$ cat config.mk
export PLATFORM = sky130hd
export DESIGN_NAME = encoder_hub
export DESIGN_NICKNAME = d
export VERILOG_FILES = /design/src/encoder_sample_pkg.sv /design/src/encoder_cmd_pkg.sv /design/src/encoder_hub.sv /design/src/report_arbiter.sv /design/src/config_decoder.sv /design/src/encoder_channel.sv
export VERILOG_INCLUDE_DIRS = /design/src
export SDC_FILE = /design/constraint.sdc
export NUM_CORES = 2
export LEC_CHECK = 0
export BUFFER_PORTS_ARGS = -buffer_cell sky130_fd_sc_hd__buf_4
export CORE_ASPECT_RATIO = 0.6
export CORE_UTILIZATION = 36
export DETAILED_ROUTE_END_ITERATION = 12
export PLACE_DENSITY = 0.53
export SKIP_LAST_GASP = 1
export SYNTH_ARGS = -nofsm -noshare
export SYNTH_HDL_FRONTEND = slang
export SYNTH_SLANG_ARGS = --single-unit
$ cat constraint.sdc
create_clock -name clk -period 4.55 [get_ports clk]
set_input_delay 0.455 -clock clk [delete_from_list [all_inputs] [get_ports clk]]
set_output_delay 0.455 -clock clk [all_outputs]
set_load 0.01 [all_outputs]
$ cat src/encoder_settings.svh
`ifndef ENCODER_SETTINGS_SVH
`define ENCODER_SETTINGS_SVH

// Number of sensors served by the hub.
`define ENC_CHANNELS 2

// Bits clocked out of one sensor per frame.
`define ENC_FRAME_BITS 18

// Command code that carries a channel configuration.
`define ENC_CMD_CONFIG 8'h2c

// Closing word of a response, sent together with cmd_done.
`define ENC_RSP_DATA 33'h1_0000_0061

// Top byte of the first DAQ word tells data frames from magnitude frames.
`define ENC_DAQ_TAG_DAT 8'h51
`define ENC_DAQ_TAG_MAG 8'h52

`endif
$ cat src/encoder_sample_pkg.sv
`include "encoder_settings.svh"

package encoder_sample_pkg;

	// A finished sensor frame as held by a channel until it is reported.
	typedef struct packed {
		logic [`ENC_FRAME_BITS-1:0] value;
		logic [31:0]                start_time; // systime when the frame was started.
		logic                       is_data;    // Low for magnitude frames.
	} frame_t;

	// First word of a DAQ record; the second word is the start time.
	typedef struct packed {
		logic [7:0]                 tag;
		logic [5:0]                 chan;
		logic [`ENC_FRAME_BITS-1:0] value;
	} daq_head_t;

endpackage

$ cat src/encoder_cmd_pkg.sv
`include "encoder_settings.svh"

package encoder_cmd_pkg;

	// Channel index as it arrives in the first argument of a command.
	typedef logic [$clog2(`ENC_CHANNELS)-1:0] chan_sel_t;

	// One channel's configuration.
	// A zero divider disables the channel, a zero interval disables that timer.
	typedef struct packed {
		logic [11:0] divider;       // System clocks per sensor clock phase.
		logic [31:0] data_interval;
		logic [31:0] mag_interval;
		logic        use_daq;       // Send frames as DAQ records.
		logic [31:0] write_time;    // Timer base for the first deadlines.
	} chan_cfg_t;

endpackage

$ cat src/encoder_hub.sv
`timescale 1ns/1ps
`include "encoder_settings.svh"

module encoder_hub
	import encoder_cmd_pkg::*;
	import encoder_sample_pkg::*;
(
	input  logic                     clk,
	input  logic                     arst_n,
	input  logic [31:0]              systime,
	input  logic [7:0]               cmd,
	input  logic                     cmd_ready,
	input  logic [31:0]              arg_data,
	output logic                     cmd_done,
	output logic [32:0]              param_data,
	output logic                     param_write,
	output logic                     invol_req,
	input  logic                     invol_grant,
	output logic                     daq_req,
	input  logic                     daq_grant,
	output logic [31:0]              daq_data,
	output logic                     daq_valid,
	output logic                     daq_end,
	output logic [`ENC_CHANNELS-1:0] as5311_clk,
	output logic [`ENC_CHANNELS-1:0] as5311_cs,
	input  logic [`ENC_CHANNELS-1:0] as5311_do
);

	logic                     dec_done;
	logic                     arb_done;
	logic                     arb_busy;
	logic                     cfg_write;
	chan_sel_t                cfg_sel;
	chan_cfg_t                cfg;
	logic [`ENC_CHANNELS-1:0] frame_valid;
	logic [`ENC_CHANNELS-1:0] frame_ack;
	logic [`ENC_CHANNELS-1:0] use_daq;
	frame_t                   frames [`ENC_CHANNELS];

	// The decoder only runs while the arbiter is idle, so the pulses never overlap.
	assign cmd_done = dec_done | arb_done;

	config_decoder config_decoder_inst (
		.clk       (clk),
		.arst_n    (arst_n),
		.systime   (systime),
		.cmd       (cmd),
		.cmd_ready (cmd_ready),
		.arg_data  (arg_data),
		.arb_busy  (arb_busy),
		.cfg_write (cfg_write),
		.cfg_sel   (cfg_sel),
		.cfg       (cfg),
		.cmd_done  (dec_done)
	);

	for (genvar i = 0; i < `ENC_CHANNELS; i++) begin : g_chan
		encoder_channel encoder_channel_inst (
			.clk         (clk),
			.arst_n      (arst_n),
			.systime     (systime),
			.cfg_write   (cfg_write && cfg_sel == chan_sel_t'(i)),
			.cfg         (cfg),
			.sensor_do   (as5311_do[i]),
			.frame_ack   (frame_ack[i]),
			.sensor_clk  (as5311_clk[i]),
			.sensor_cs   (as5311_cs[i]),
			.frame_valid (frame_valid[i]),
			.frame       (frames[i]),
			.use_daq     (use_daq[i])
		);
	end

	report_arbiter report_arbiter_inst (
		.clk         (clk),
		.arst_n      (arst_n),
		.frame_valid (frame_valid),
		.frames      (frames),
		.use_daq     (use_daq),
		.invol_grant (invol_grant),
		.daq_grant   (daq_grant),
		.frame_ack   (frame_ack),
		.invol_req   (invol_req),
		.daq_req     (daq_req),
		.param_data  (param_data),
		.param_write (param_write),
		.daq_data    (daq_data),
		.daq_valid   (daq_valid),
		.daq_end     (daq_end),
		.cmd_done    (arb_done),
		.arb_busy    (arb_busy)
	);

endmodule

$ cat src/report_arbiter.sv
`timescale 1ns/1ps
`include "encoder_settings.svh"

module report_arbiter
	import encoder_cmd_pkg::*;
	import encoder_sample_pkg::*;
(
	input  logic                     clk,
	input  logic                     arst_n,
	input  logic [`ENC_CHANNELS-1:0] frame_valid,
	input  frame_t                   frames [`ENC_CHANNELS],
	input  logic [`ENC_CHANNELS-1:0] use_daq,
	input  logic                     invol_grant,
	input  logic                     daq_grant,
	output logic [`ENC_CHANNELS-1:0] frame_ack,
	output logic                     invol_req,
	output logic                     daq_req,
	output logic [32:0]              param_data,
	output logic                     param_write,
	output logic [31:0]              daq_data,
	output logic                     daq_valid,
	output logic                     daq_end,
	output logic                     cmd_done,
	output logic                     arb_busy
);

	typedef enum logic [3:0] {
		ARB_IDLE,
		ARB_WAIT,
		ARB_RSP_CHAN,
		ARB_RSP_TIME,
		ARB_RSP_VALUE,
		ARB_RSP_TYPE,
		ARB_RSP_DONE,
		ARB_DAQ_HEAD,
		ARB_DAQ_TIME
	} arb_state_t;

	arb_state_t state;
	chan_sel_t  chan;
	chan_sel_t  rsp_pick;
	chan_sel_t  daq_pick;
	logic       rsp_found;
	logic       daq_found;
	frame_t     cur;
	daq_head_t  head;

	assign cur = frames[chan];
	assign arb_busy = state != ARB_IDLE;
	assign daq_data = param_data[31:0]; // Both buses share one output register.

	always_comb begin
		head.tag = cur.is_data ? `ENC_DAQ_TAG_DAT : `ENC_DAQ_TAG_MAG;
		head.chan = 6'(chan);
		head.value = cur.value;
	end

	// Highest-numbered waiting channel wins on each path.
	always_comb begin
		rsp_found = 1'b0;
		daq_found = 1'b0;
		rsp_pick = '0;
		daq_pick = '0;
		for (int i = 0; i < `ENC_CHANNELS; i++) begin
			if (frame_valid[i] && use_daq[i]) begin
				daq_found = 1'b1;
				daq_pick = chan_sel_t'(i);
			end
			if (frame_valid[i] && !use_daq[i]) begin
				rsp_found = 1'b1;
				rsp_pick = chan_sel_t'(i);
			end
		end
	end

	always_ff @(posedge clk or negedge arst_n) begin
		if (!arst_n) begin
			state <= ARB_IDLE;
			chan <= '0;
			frame_ack <= '0;
			invol_req <= 1'b0;
			daq_req <= 1'b0;
			param_write <= 1'b0;
			daq_valid <= 1'b0;
			daq_end <= 1'b0;
			cmd_done <= 1'b0;
		end else begin
			frame_ack <= '0;
			daq_valid <= 1'b0;
			daq_end <= 1'b0;
			cmd_done <= 1'b0;
			case (state)
				ARB_IDLE: begin
					if (|(frame_valid & use_daq))
						daq_req <= 1'b1;
					else if (|frame_valid)
						invol_req <= 1'b1;
					if (|frame_valid)
						state <= ARB_WAIT;
				end
				ARB_WAIT: begin
					if (invol_grant || daq_grant) begin
						invol_req <= 1'b0;
						daq_req <= 1'b0;
						state <= ARB_IDLE; // Frame may have gone away meanwhile.
						if (daq_grant && daq_found) begin
							chan <= daq_pick;
							state <= ARB_DAQ_HEAD;
						end else if (invol_grant && rsp_found) begin
							chan <= rsp_pick;
							state <= ARB_RSP_CHAN;
						end
					end
				end
				ARB_RSP_CHAN: begin
					param_write <= 1'b1;
					state <= ARB_RSP_TIME;
				end
				ARB_RSP_TIME:  state <= ARB_RSP_VALUE;
				ARB_RSP_VALUE: state <= ARB_RSP_TYPE;
				ARB_RSP_TYPE: begin
					frame_ack[chan] <= 1'b1;
					state <= ARB_RSP_DONE;
				end
				ARB_RSP_DONE: begin
					param_write <= 1'b0;
					cmd_done <= 1'b1;
					state <= ARB_IDLE;
				end
				ARB_DAQ_HEAD: begin
					daq_valid <= 1'b1;
					frame_ack[chan] <= 1'b1;
					state <= ARB_DAQ_TIME;
				end
				ARB_DAQ_TIME: begin
					daq_valid <= 1'b1;
					daq_end <= 1'b1;
					state <= ARB_IDLE;
				end
				default: state <= ARB_IDLE;
			endcase
		end
	end

	// The frame stays stable until the cycle after its ack, so the last word still reads it.
	always_ff @(posedge clk) begin
		case (state)
			ARB_RSP_CHAN:  param_data <= 33'(chan);
			ARB_RSP_TIME:  param_data <= 33'(cur.start_time);
			ARB_RSP_VALUE: param_data <= 33'(cur.value);
			ARB_RSP_TYPE:  param_data <= 33'(cur.is_data);
			ARB_RSP_DONE:  param_data <= `ENC_RSP_DATA;
			ARB_DAQ_HEAD:  param_data <= 33'(head);
			ARB_DAQ_TIME:  param_data <= 33'(cur.start_time);
			default:       param_data <= param_data;
		endcase
	end

	assert property (@(posedge clk) disable iff (!arst_n) !(invol_req && daq_req));

	// A DAQ record is a head word followed by the closing time word.
	assert property (@(posedge clk) disable iff (!arst_n)
		daq_end |-> daq_valid && $past(daq_valid));

endmodule

$ cat src/config_decoder.sv
`timescale 1ns/1ps
`include "encoder_settings.svh"

module config_decoder
	import encoder_cmd_pkg::*;
(
	input  logic        clk,
	input  logic        arst_n,
	input  logic [31:0] systime,
	input  logic [7:0]  cmd,
	input  logic        cmd_ready,
	input  logic [31:0] arg_data,
	input  logic        arb_busy,
	output logic        cfg_write,
	output chan_sel_t   cfg_sel,
	output chan_cfg_t   cfg,
	output logic        cmd_done
);

	// One state per argument word of the config command.
	typedef enum logic [2:0] {
		DEC_IDLE,
		DEC_DIV,
		DEC_DATA,
		DEC_MAG,
		DEC_USE
	} dec_state_t;

	dec_state_t state;
	logic       accept;

	// Commands wait while the arbiter owns the parameter bus.
	assign accept = state == DEC_IDLE && cmd_ready && !arb_busy;

	always_ff @(posedge clk or negedge arst_n) begin
		if (!arst_n) begin
			state <= DEC_IDLE;
			cfg_write <= 1'b0;
			cmd_done <= 1'b0;
		end else begin
			cfg_write <= 1'b0;
			cmd_done <= 1'b0;
			case (state)
				DEC_IDLE: begin
					if (accept && cmd == `ENC_CMD_CONFIG)
						state <= DEC_DIV;
					else if (accept)
						cmd_done <= 1'b1; // Unknown commands are acknowledged at once.
				end
				DEC_DIV:  state <= DEC_DATA;
				DEC_DATA: state <= DEC_MAG;
				DEC_MAG:  state <= DEC_USE;
				DEC_USE: begin
					cfg_write <= 1'b1;
					cmd_done <= 1'b1;
					state <= DEC_IDLE;
				end
				default: state <= DEC_IDLE;
			endcase
		end
	end

	always_ff @(posedge clk) begin
		if (accept)
			cfg_sel <= arg_data[$bits(chan_sel_t)-1:0];
		case (state)
			DEC_DIV:  cfg.divider <= arg_data[11:0];
			DEC_DATA: cfg.data_interval <= arg_data;
			DEC_MAG:  cfg.mag_interval <= arg_data;
			DEC_USE: begin
				cfg.use_daq <= arg_data[0];
				cfg.write_time <= systime;
			end
			default: cfg <= cfg;
		endcase
	end

	// A channel must see each configuration exactly once.
	assert property (@(posedge clk) disable iff (!arst_n) cfg_write |=> !cfg_write);

endmodule

$ cat src/encoder_channel.sv
`timescale 1ns/1ps
`include "encoder_settings.svh"

module encoder_channel
	import encoder_cmd_pkg::*;
	import encoder_sample_pkg::*;
(
	input  logic        clk,
	input  logic        arst_n,
	input  logic [31:0] systime,
	input  logic        cfg_write,
	input  chan_cfg_t   cfg,
	input  logic        sensor_do,
	input  logic        frame_ack,
	output logic        sensor_clk,
	output logic        sensor_cs,
	output logic        frame_valid,
	output frame_t      frame,
	output logic        use_daq
);

	localparam int CNT_W = $clog2(`ENC_FRAME_BITS + 1);

	// Each state is named after the edge made when its phase ends.
	typedef enum logic [2:0] {
		ST_IDLE,
		ST_CS_FALL,
		ST_CLK_FALL,
		ST_CLK_RISE,
		ST_CS_RISE,
		ST_PRESENT
	} rd_state_t;

	chan_cfg_t                  cfg_q;
	rd_state_t                  state;
	logic [11:0]                div_cnt;
	logic [CNT_W-1:0]           bit_cnt;
	logic [31:0]                next_data;
	logic [31:0]                next_mag;
	logic                       data_pending;
	logic                       mag_pending;
	logic                       data_due;
	logic                       mag_due;
	logic                       enabled;
	logic                       start_frame;
	logic                       hold;
	logic                       phase_end;
	logic                       shift_en;
	logic                       present;
	logic [`ENC_FRAME_BITS-1:0] shift_q;
	logic [31:0]                start_q;
	logic                       is_data_q;

	assign enabled = cfg_q.divider != 12'd0;
	assign use_daq = cfg_q.use_daq;
	assign data_due = cfg_q.data_interval != 32'd0 && next_data == systime;
	assign mag_due = cfg_q.mag_interval != 32'd0 && next_mag == systime;
	assign start_frame = enabled && state == ST_IDLE && (data_pending || mag_pending);
	assign hold = state == ST_PRESENT && frame_valid && !frame_ack; // Previous frame not taken yet.
	assign phase_end = state != ST_IDLE && div_cnt == 12'd1 && !hold;
	assign present = phase_end && state == ST_PRESENT;
	// Data frames take each bit just before the fall that replaces it,
	// magnitude frames on the rising edge.
	assign shift_en = phase_end && (is_data_q ? state == ST_CLK_FALL : state == ST_CLK_RISE);

	always_ff @(posedge clk or negedge arst_n) begin
		if (!arst_n) begin
			cfg_q <= '0;
			data_pending <= 1'b0;
			mag_pending <= 1'b0;
		end else if (cfg_write) begin
			cfg_q <= cfg;
			data_pending <= 1'b0;
			mag_pending <= 1'b0;
		end else begin
			if (start_frame && data_pending)
				data_pending <= 1'b0; // Data wins over magnitude.
			else if (start_frame)
				mag_pending <= 1'b0;
			if (data_due)
				data_pending <= 1'b1;
			if (mag_due)
				mag_pending <= 1'b1;
		end
	end

	always_ff @(posedge clk) begin
		if (cfg_write) begin
			next_data <= cfg.write_time + cfg.data_interval;
			next_mag <= cfg.write_time + cfg.mag_interval;
		end else begin
			if (data_due)
				next_data <= next_data + cfg_q.data_interval;
			if (mag_due)
				next_mag <= next_mag + cfg_q.mag_interval;
		end
	end

	always_ff @(posedge clk or negedge arst_n) begin
		if (!arst_n) begin
			state <= ST_IDLE;
			div_cnt <= '0;
			bit_cnt <= '0;
			is_data_q <= 1'b0;
			sensor_clk <= 1'b1;
			sensor_cs <= 1'b1;
			frame_valid <= 1'b0;
		end else if (!enabled) begin
			state <= ST_IDLE;
			sensor_clk <= 1'b1;
			sensor_cs <= 1'b1;
			frame_valid <= 1'b0;
		end else begin
			if (frame_ack)
				frame_valid <= 1'b0;
			if (start_frame) begin
				sensor_clk <= data_pending; // Clock level at CS fall selects the frame type.
				is_data_q <= data_pending;
				div_cnt <= cfg_q.divider;
				state <= ST_CS_FALL;
			end else if (phase_end) begin
				div_cnt <= cfg_q.divider;
				case (state)
					ST_CS_FALL: begin
						sensor_cs <= 1'b0;
						bit_cnt <= CNT_W'(`ENC_FRAME_BITS);
						state <= ST_CLK_FALL;
					end
					ST_CLK_FALL: begin
						sensor_clk <= 1'b0;
						state <= ST_CLK_RISE;
					end
					ST_CLK_RISE: begin
						sensor_clk <= 1'b1;
						bit_cnt <= bit_cnt - 1'b1;
						state <= (bit_cnt == CNT_W'(1)) ? ST_CS_RISE : ST_CLK_FALL;
					end
					ST_CS_RISE: begin
						sensor_cs <= 1'b1;
						state <= ST_PRESENT;
					end
					ST_PRESENT: begin
						frame_valid <= 1'b1;
						state <= ST_IDLE;
					end
					default: state <= ST_IDLE;
				endcase
			end else if (div_cnt > 12'd1) begin
				div_cnt <= div_cnt - 12'd1;
			end
		end
	end

	always_ff @(posedge clk) begin
		if (start_frame)
			start_q <= systime;
		if (shift_en)
			shift_q <= {shift_q[`ENC_FRAME_BITS-2:0], sensor_do}; // MSB first.
		if (present) begin
			frame.value <= shift_q;
			frame.start_time <= start_q;
			frame.is_data <= is_data_q;
		end
	end

	// A disabled channel releases its sensor by the next cycle.
	assert property (@(posedge clk) disable iff (!arst_n) !enabled |=> sensor_cs);

	// Between frames the sensor clock only moves when a frame starts.
	assert property (@(posedge clk) disable iff (!arst_n)
		sensor_cs && enabled && !start_frame |=> $stable(sensor_clk));

endmodule

==> metrics.yaml <==
routed_wl_mm: 118
path_common_cell: "a21oi_1"
setup-violations-final: 0
nNetsFinal: 3956
seqPwrFrac_pct: 37.6
yosys_register_bits: 697
die-area_um2: 105000
cp_slowest_stage_delay_ps: 810
areaGrowthSynthToFinish_pct: 13.8
antenna_found_initial: 3
fmax_mhz: 268
synthCells: 3580
path_buf_inv: 0
crit_family: "compound AO/OA/AOI/OAI gates"
grt_util_all_layers_pct: 22.1
die_w_um: 419
place_hpwl_mm: 88.8
cts-buffers-inserted: 71
p_comb_share_pct: 37.0
period_share_pct: 81.9
clkSinkCount: 697
synth_area_um2: 37500
rows: 91
overflow: 0
crit_chain: "ha_1, fa_1, a21o_1, nand4_1, a21boi_0, o311ai_0, a21oi_1, a41oi_1, o21ai_0, xnor2_1, a21oi_1"
layout_common_cells: "676 x nand2_1, 473 x edfxtp_1, 255 x a21oi_1"
pre_cts_ws_ps: 904
relSlewSlack_pct: 22.8
async_flop_share_pct: 32.1
grt_pass1_vias: 25400
clk_pin_slew_ps: 60
worst_pin_slew_ps: 1160
cts_root_buf: "clkbuf_16"
drtPass1Iterations: 5
fp.dieH_um: 252
wl_per_cell_um: 22.9
fin_crit_ps: 3730
vias: 28100
grt_max_degree: 87
synth_warnings: 0
layout_commonest_cell: "nand2_1"
fillCellCount: 10000
htree_num_levels: 3
arrival_ps: 4140
fin_skew_ps: 46.0
cp_max_fo: 4
worst_ep_required_time_ps: 4970
pin_count: 154
start_util_pct: 36.4
cp_slowest_cell: "o311ai_0"
end_kind: "flip-flop"
cts_buffer_depth: 3
syn_nets: 3859
io_buffers: 153
drt-initial-drc-count: 3142
intPower_mw: 15.4
grt_pass1_wl_mm: 172
drcViolationCount: 0
ys_seq_area_share_pct: 52.8
insertion_delay_ps: 680
total_leakage_power_nw: 17.5
antenna_left: 0
startpoint_type: "flip-flop"
synth_ff_type: "edfxtp_1"
status: "finished, final reports clean"
tns_ps: 0
hold_violations: 0
via_per_inst: 5.47
drv_cap: 0
syn_avg_cell_area_um2: 10.5
sw_frac_of_total_pct: 38.0
gp_congestion: 0.907
coreArea_um2: 103000
worst_slack_ps: 822
cts_setup_buffers: 0
ir_worst_vdd_mv: 0.329
cts_tree: "built"
synth_edf_count: 473
powerDensity_nw_per_um2: 583
hold_path_class: "in2reg"
synth.distinct_cells: 90
crit_type: "reg2reg"
p_sw_mw: 9.46
drv_slew: 0
rsz0062_at_grt: "no"
pwr-share-clk_pct: 25.4
drive_gt1_share_pct: 9.64
-- path summary, 6_finish.rpt --
check | from | endpoint | slack, ps | cells past startpoint
hold / removal | arg_data[11] | config_decoder_inst.cfg[108] | 50 | 1
hold reg to reg | g_chan[0].encoder_channel_inst.start_q[25] | g_chan[0].encoder_channel_inst.frame[26] | 410 | 0
setup / recovery | g_chan[0].encoder_channel_inst.next_data[0] | g_chan[0].encoder_channel_inst.next_data[28] | 820 | 11
max in group asynchronous | arst_n | g_chan[0].encoder_channel_inst.cfg_q[104] | 3150 | 3
min in group asynchronous | arst_n | g_chan[0].encoder_channel_inst.div_cnt[6] | 390 | 2
setup reg to reg | g_chan[0].encoder_channel_inst.next_data[0] | g_chan[0].encoder_channel_inst.next_data[28] | 820 | 11
-- power by group through the flow --
stage	logic (mW)	registers (mW)	clock network, mW
CTS	9.07	9.30	6.44
detailed placement	8.99	9.42	0
finish	9.21	9.34	6.32
global route	10.2	9.45	6.67
floorplan	6.73	8.91	0
global placement	9.00	9.41	0
-- flip-flops by register name, indices dropped and copies added (netlist names), 2 cells and up --
name,count
g_chan.encoder_channel_inst.start_q,64
g_chan.encoder_channel_inst.sensor_clk,2
config_decoder_inst.cfg,109
g_chan.encoder_channel_inst.data_pending,2
report_arbiter_inst.param_data,33
config_decoder_inst.state,3
g_chan.encoder_channel_inst.bit_cnt,10
g_chan.encoder_channel_inst.frame,102
g_chan.encoder_channel_inst.mag_pending,2
g_chan.encoder_channel_inst.frame_valid,2
g_chan.encoder_channel_inst.is_data_q,2
g_chan.encoder_channel_inst.cfg_q,152
g_chan.encoder_channel_inst.state,6
report_arbiter_inst.frame_ack,2
g_chan.encoder_channel_inst.sensor_cs,2
g_chan.encoder_channel_inst.next_mag,64
g_chan.encoder_channel_inst.div_cnt,24
g_chan.encoder_channel_inst.next_data,64
report_arbiter_inst.state,4
g_chan.encoder_channel_inst.use_daq,2
g_chan.encoder_channel_inst.shift_q,36
-- synthesized netlist by cell type (all sizes together) (58+ instances only) --
master / n / area [µm²]
nor2: 188 / 706
ha: 194 / 2430
inv: 58 / 218
nand2: 679 / 2550
o21ai: 222 / 1130
nand4: 69 / 432
xnor2: 235 / 2060
dfrtp: 220 / 5510
edfxtp: 473 / 14200
xor2: 59 / 517
a21oi: 256 / 1280
a21o: 88 / 661
clkbuf: 136 / 510
-- layer usage --
| metal | up-vias | GRT usage, % | part of all wire [%] |
|---|---|---|---|
| met3 | 125 | 4.45 | 8.2 |
| met4 | 0 | 4.03 | 1.6 |
| li1 | 13200 | - | - |
| met5 | - | 0 | 0 |
| met1 | 13700 | 38.1 | 54 |
| met2 | 1022 | 26.9 | 36 |
-- repair_timing --
item	in CTS	in global routing
hold buffers	23	5
hold endpoints to repair	113	8
endpoints found under the setup margin	0	0
gates resized for setup	0	0
-- through the flow --
stage                     instances  power [mW]  hold slack [ps]  util, %  area [µm²]
final                          5133        24.9             45.8     41.5       42700
after detailed placement       4971        18.4              405     38.8       39900
after CTS                      5126        24.8             1.19     41.4       42600
after global routing           5131        26.3             7.36     41.5       42700
after floorplan                3580        15.6              159        -       37500
after global placement         4971        18.4              400     38.8       39900
-- logic make-up (layout without fill, tap and decap cells) --
logic type,Yosys count,after routing,share of synthesized area (%)
flip-flops,697,697,52.8
XOR/XNOR,294,294,6.87
adder cells (fa/ha/maj),200,200,6.79
other,0,2,0
AO/OA/AOI/OAI,834,834,14.0
buffers and inverters,247,403,2.91
AND/OR/NAND/NOR,1243,1243,14.9
multiplexers,65,65,1.77
-- layout make-up --
cell class	count	area [µm²]	area share [%]
Clock inverter	34	495	1.16
Tap cell	1395	1750	4.09
Timing Repair Buffer	213	1750	4.10
Sequential cell	697	19800	46.4
Antenna cell	2	5.00	0.0117
Multi-Input combinational cell	2636	16700	39.1
Inverter	58	218	0.510
Clock buffer	98	1960	4.60
Power figures use the tool's default switching activity.
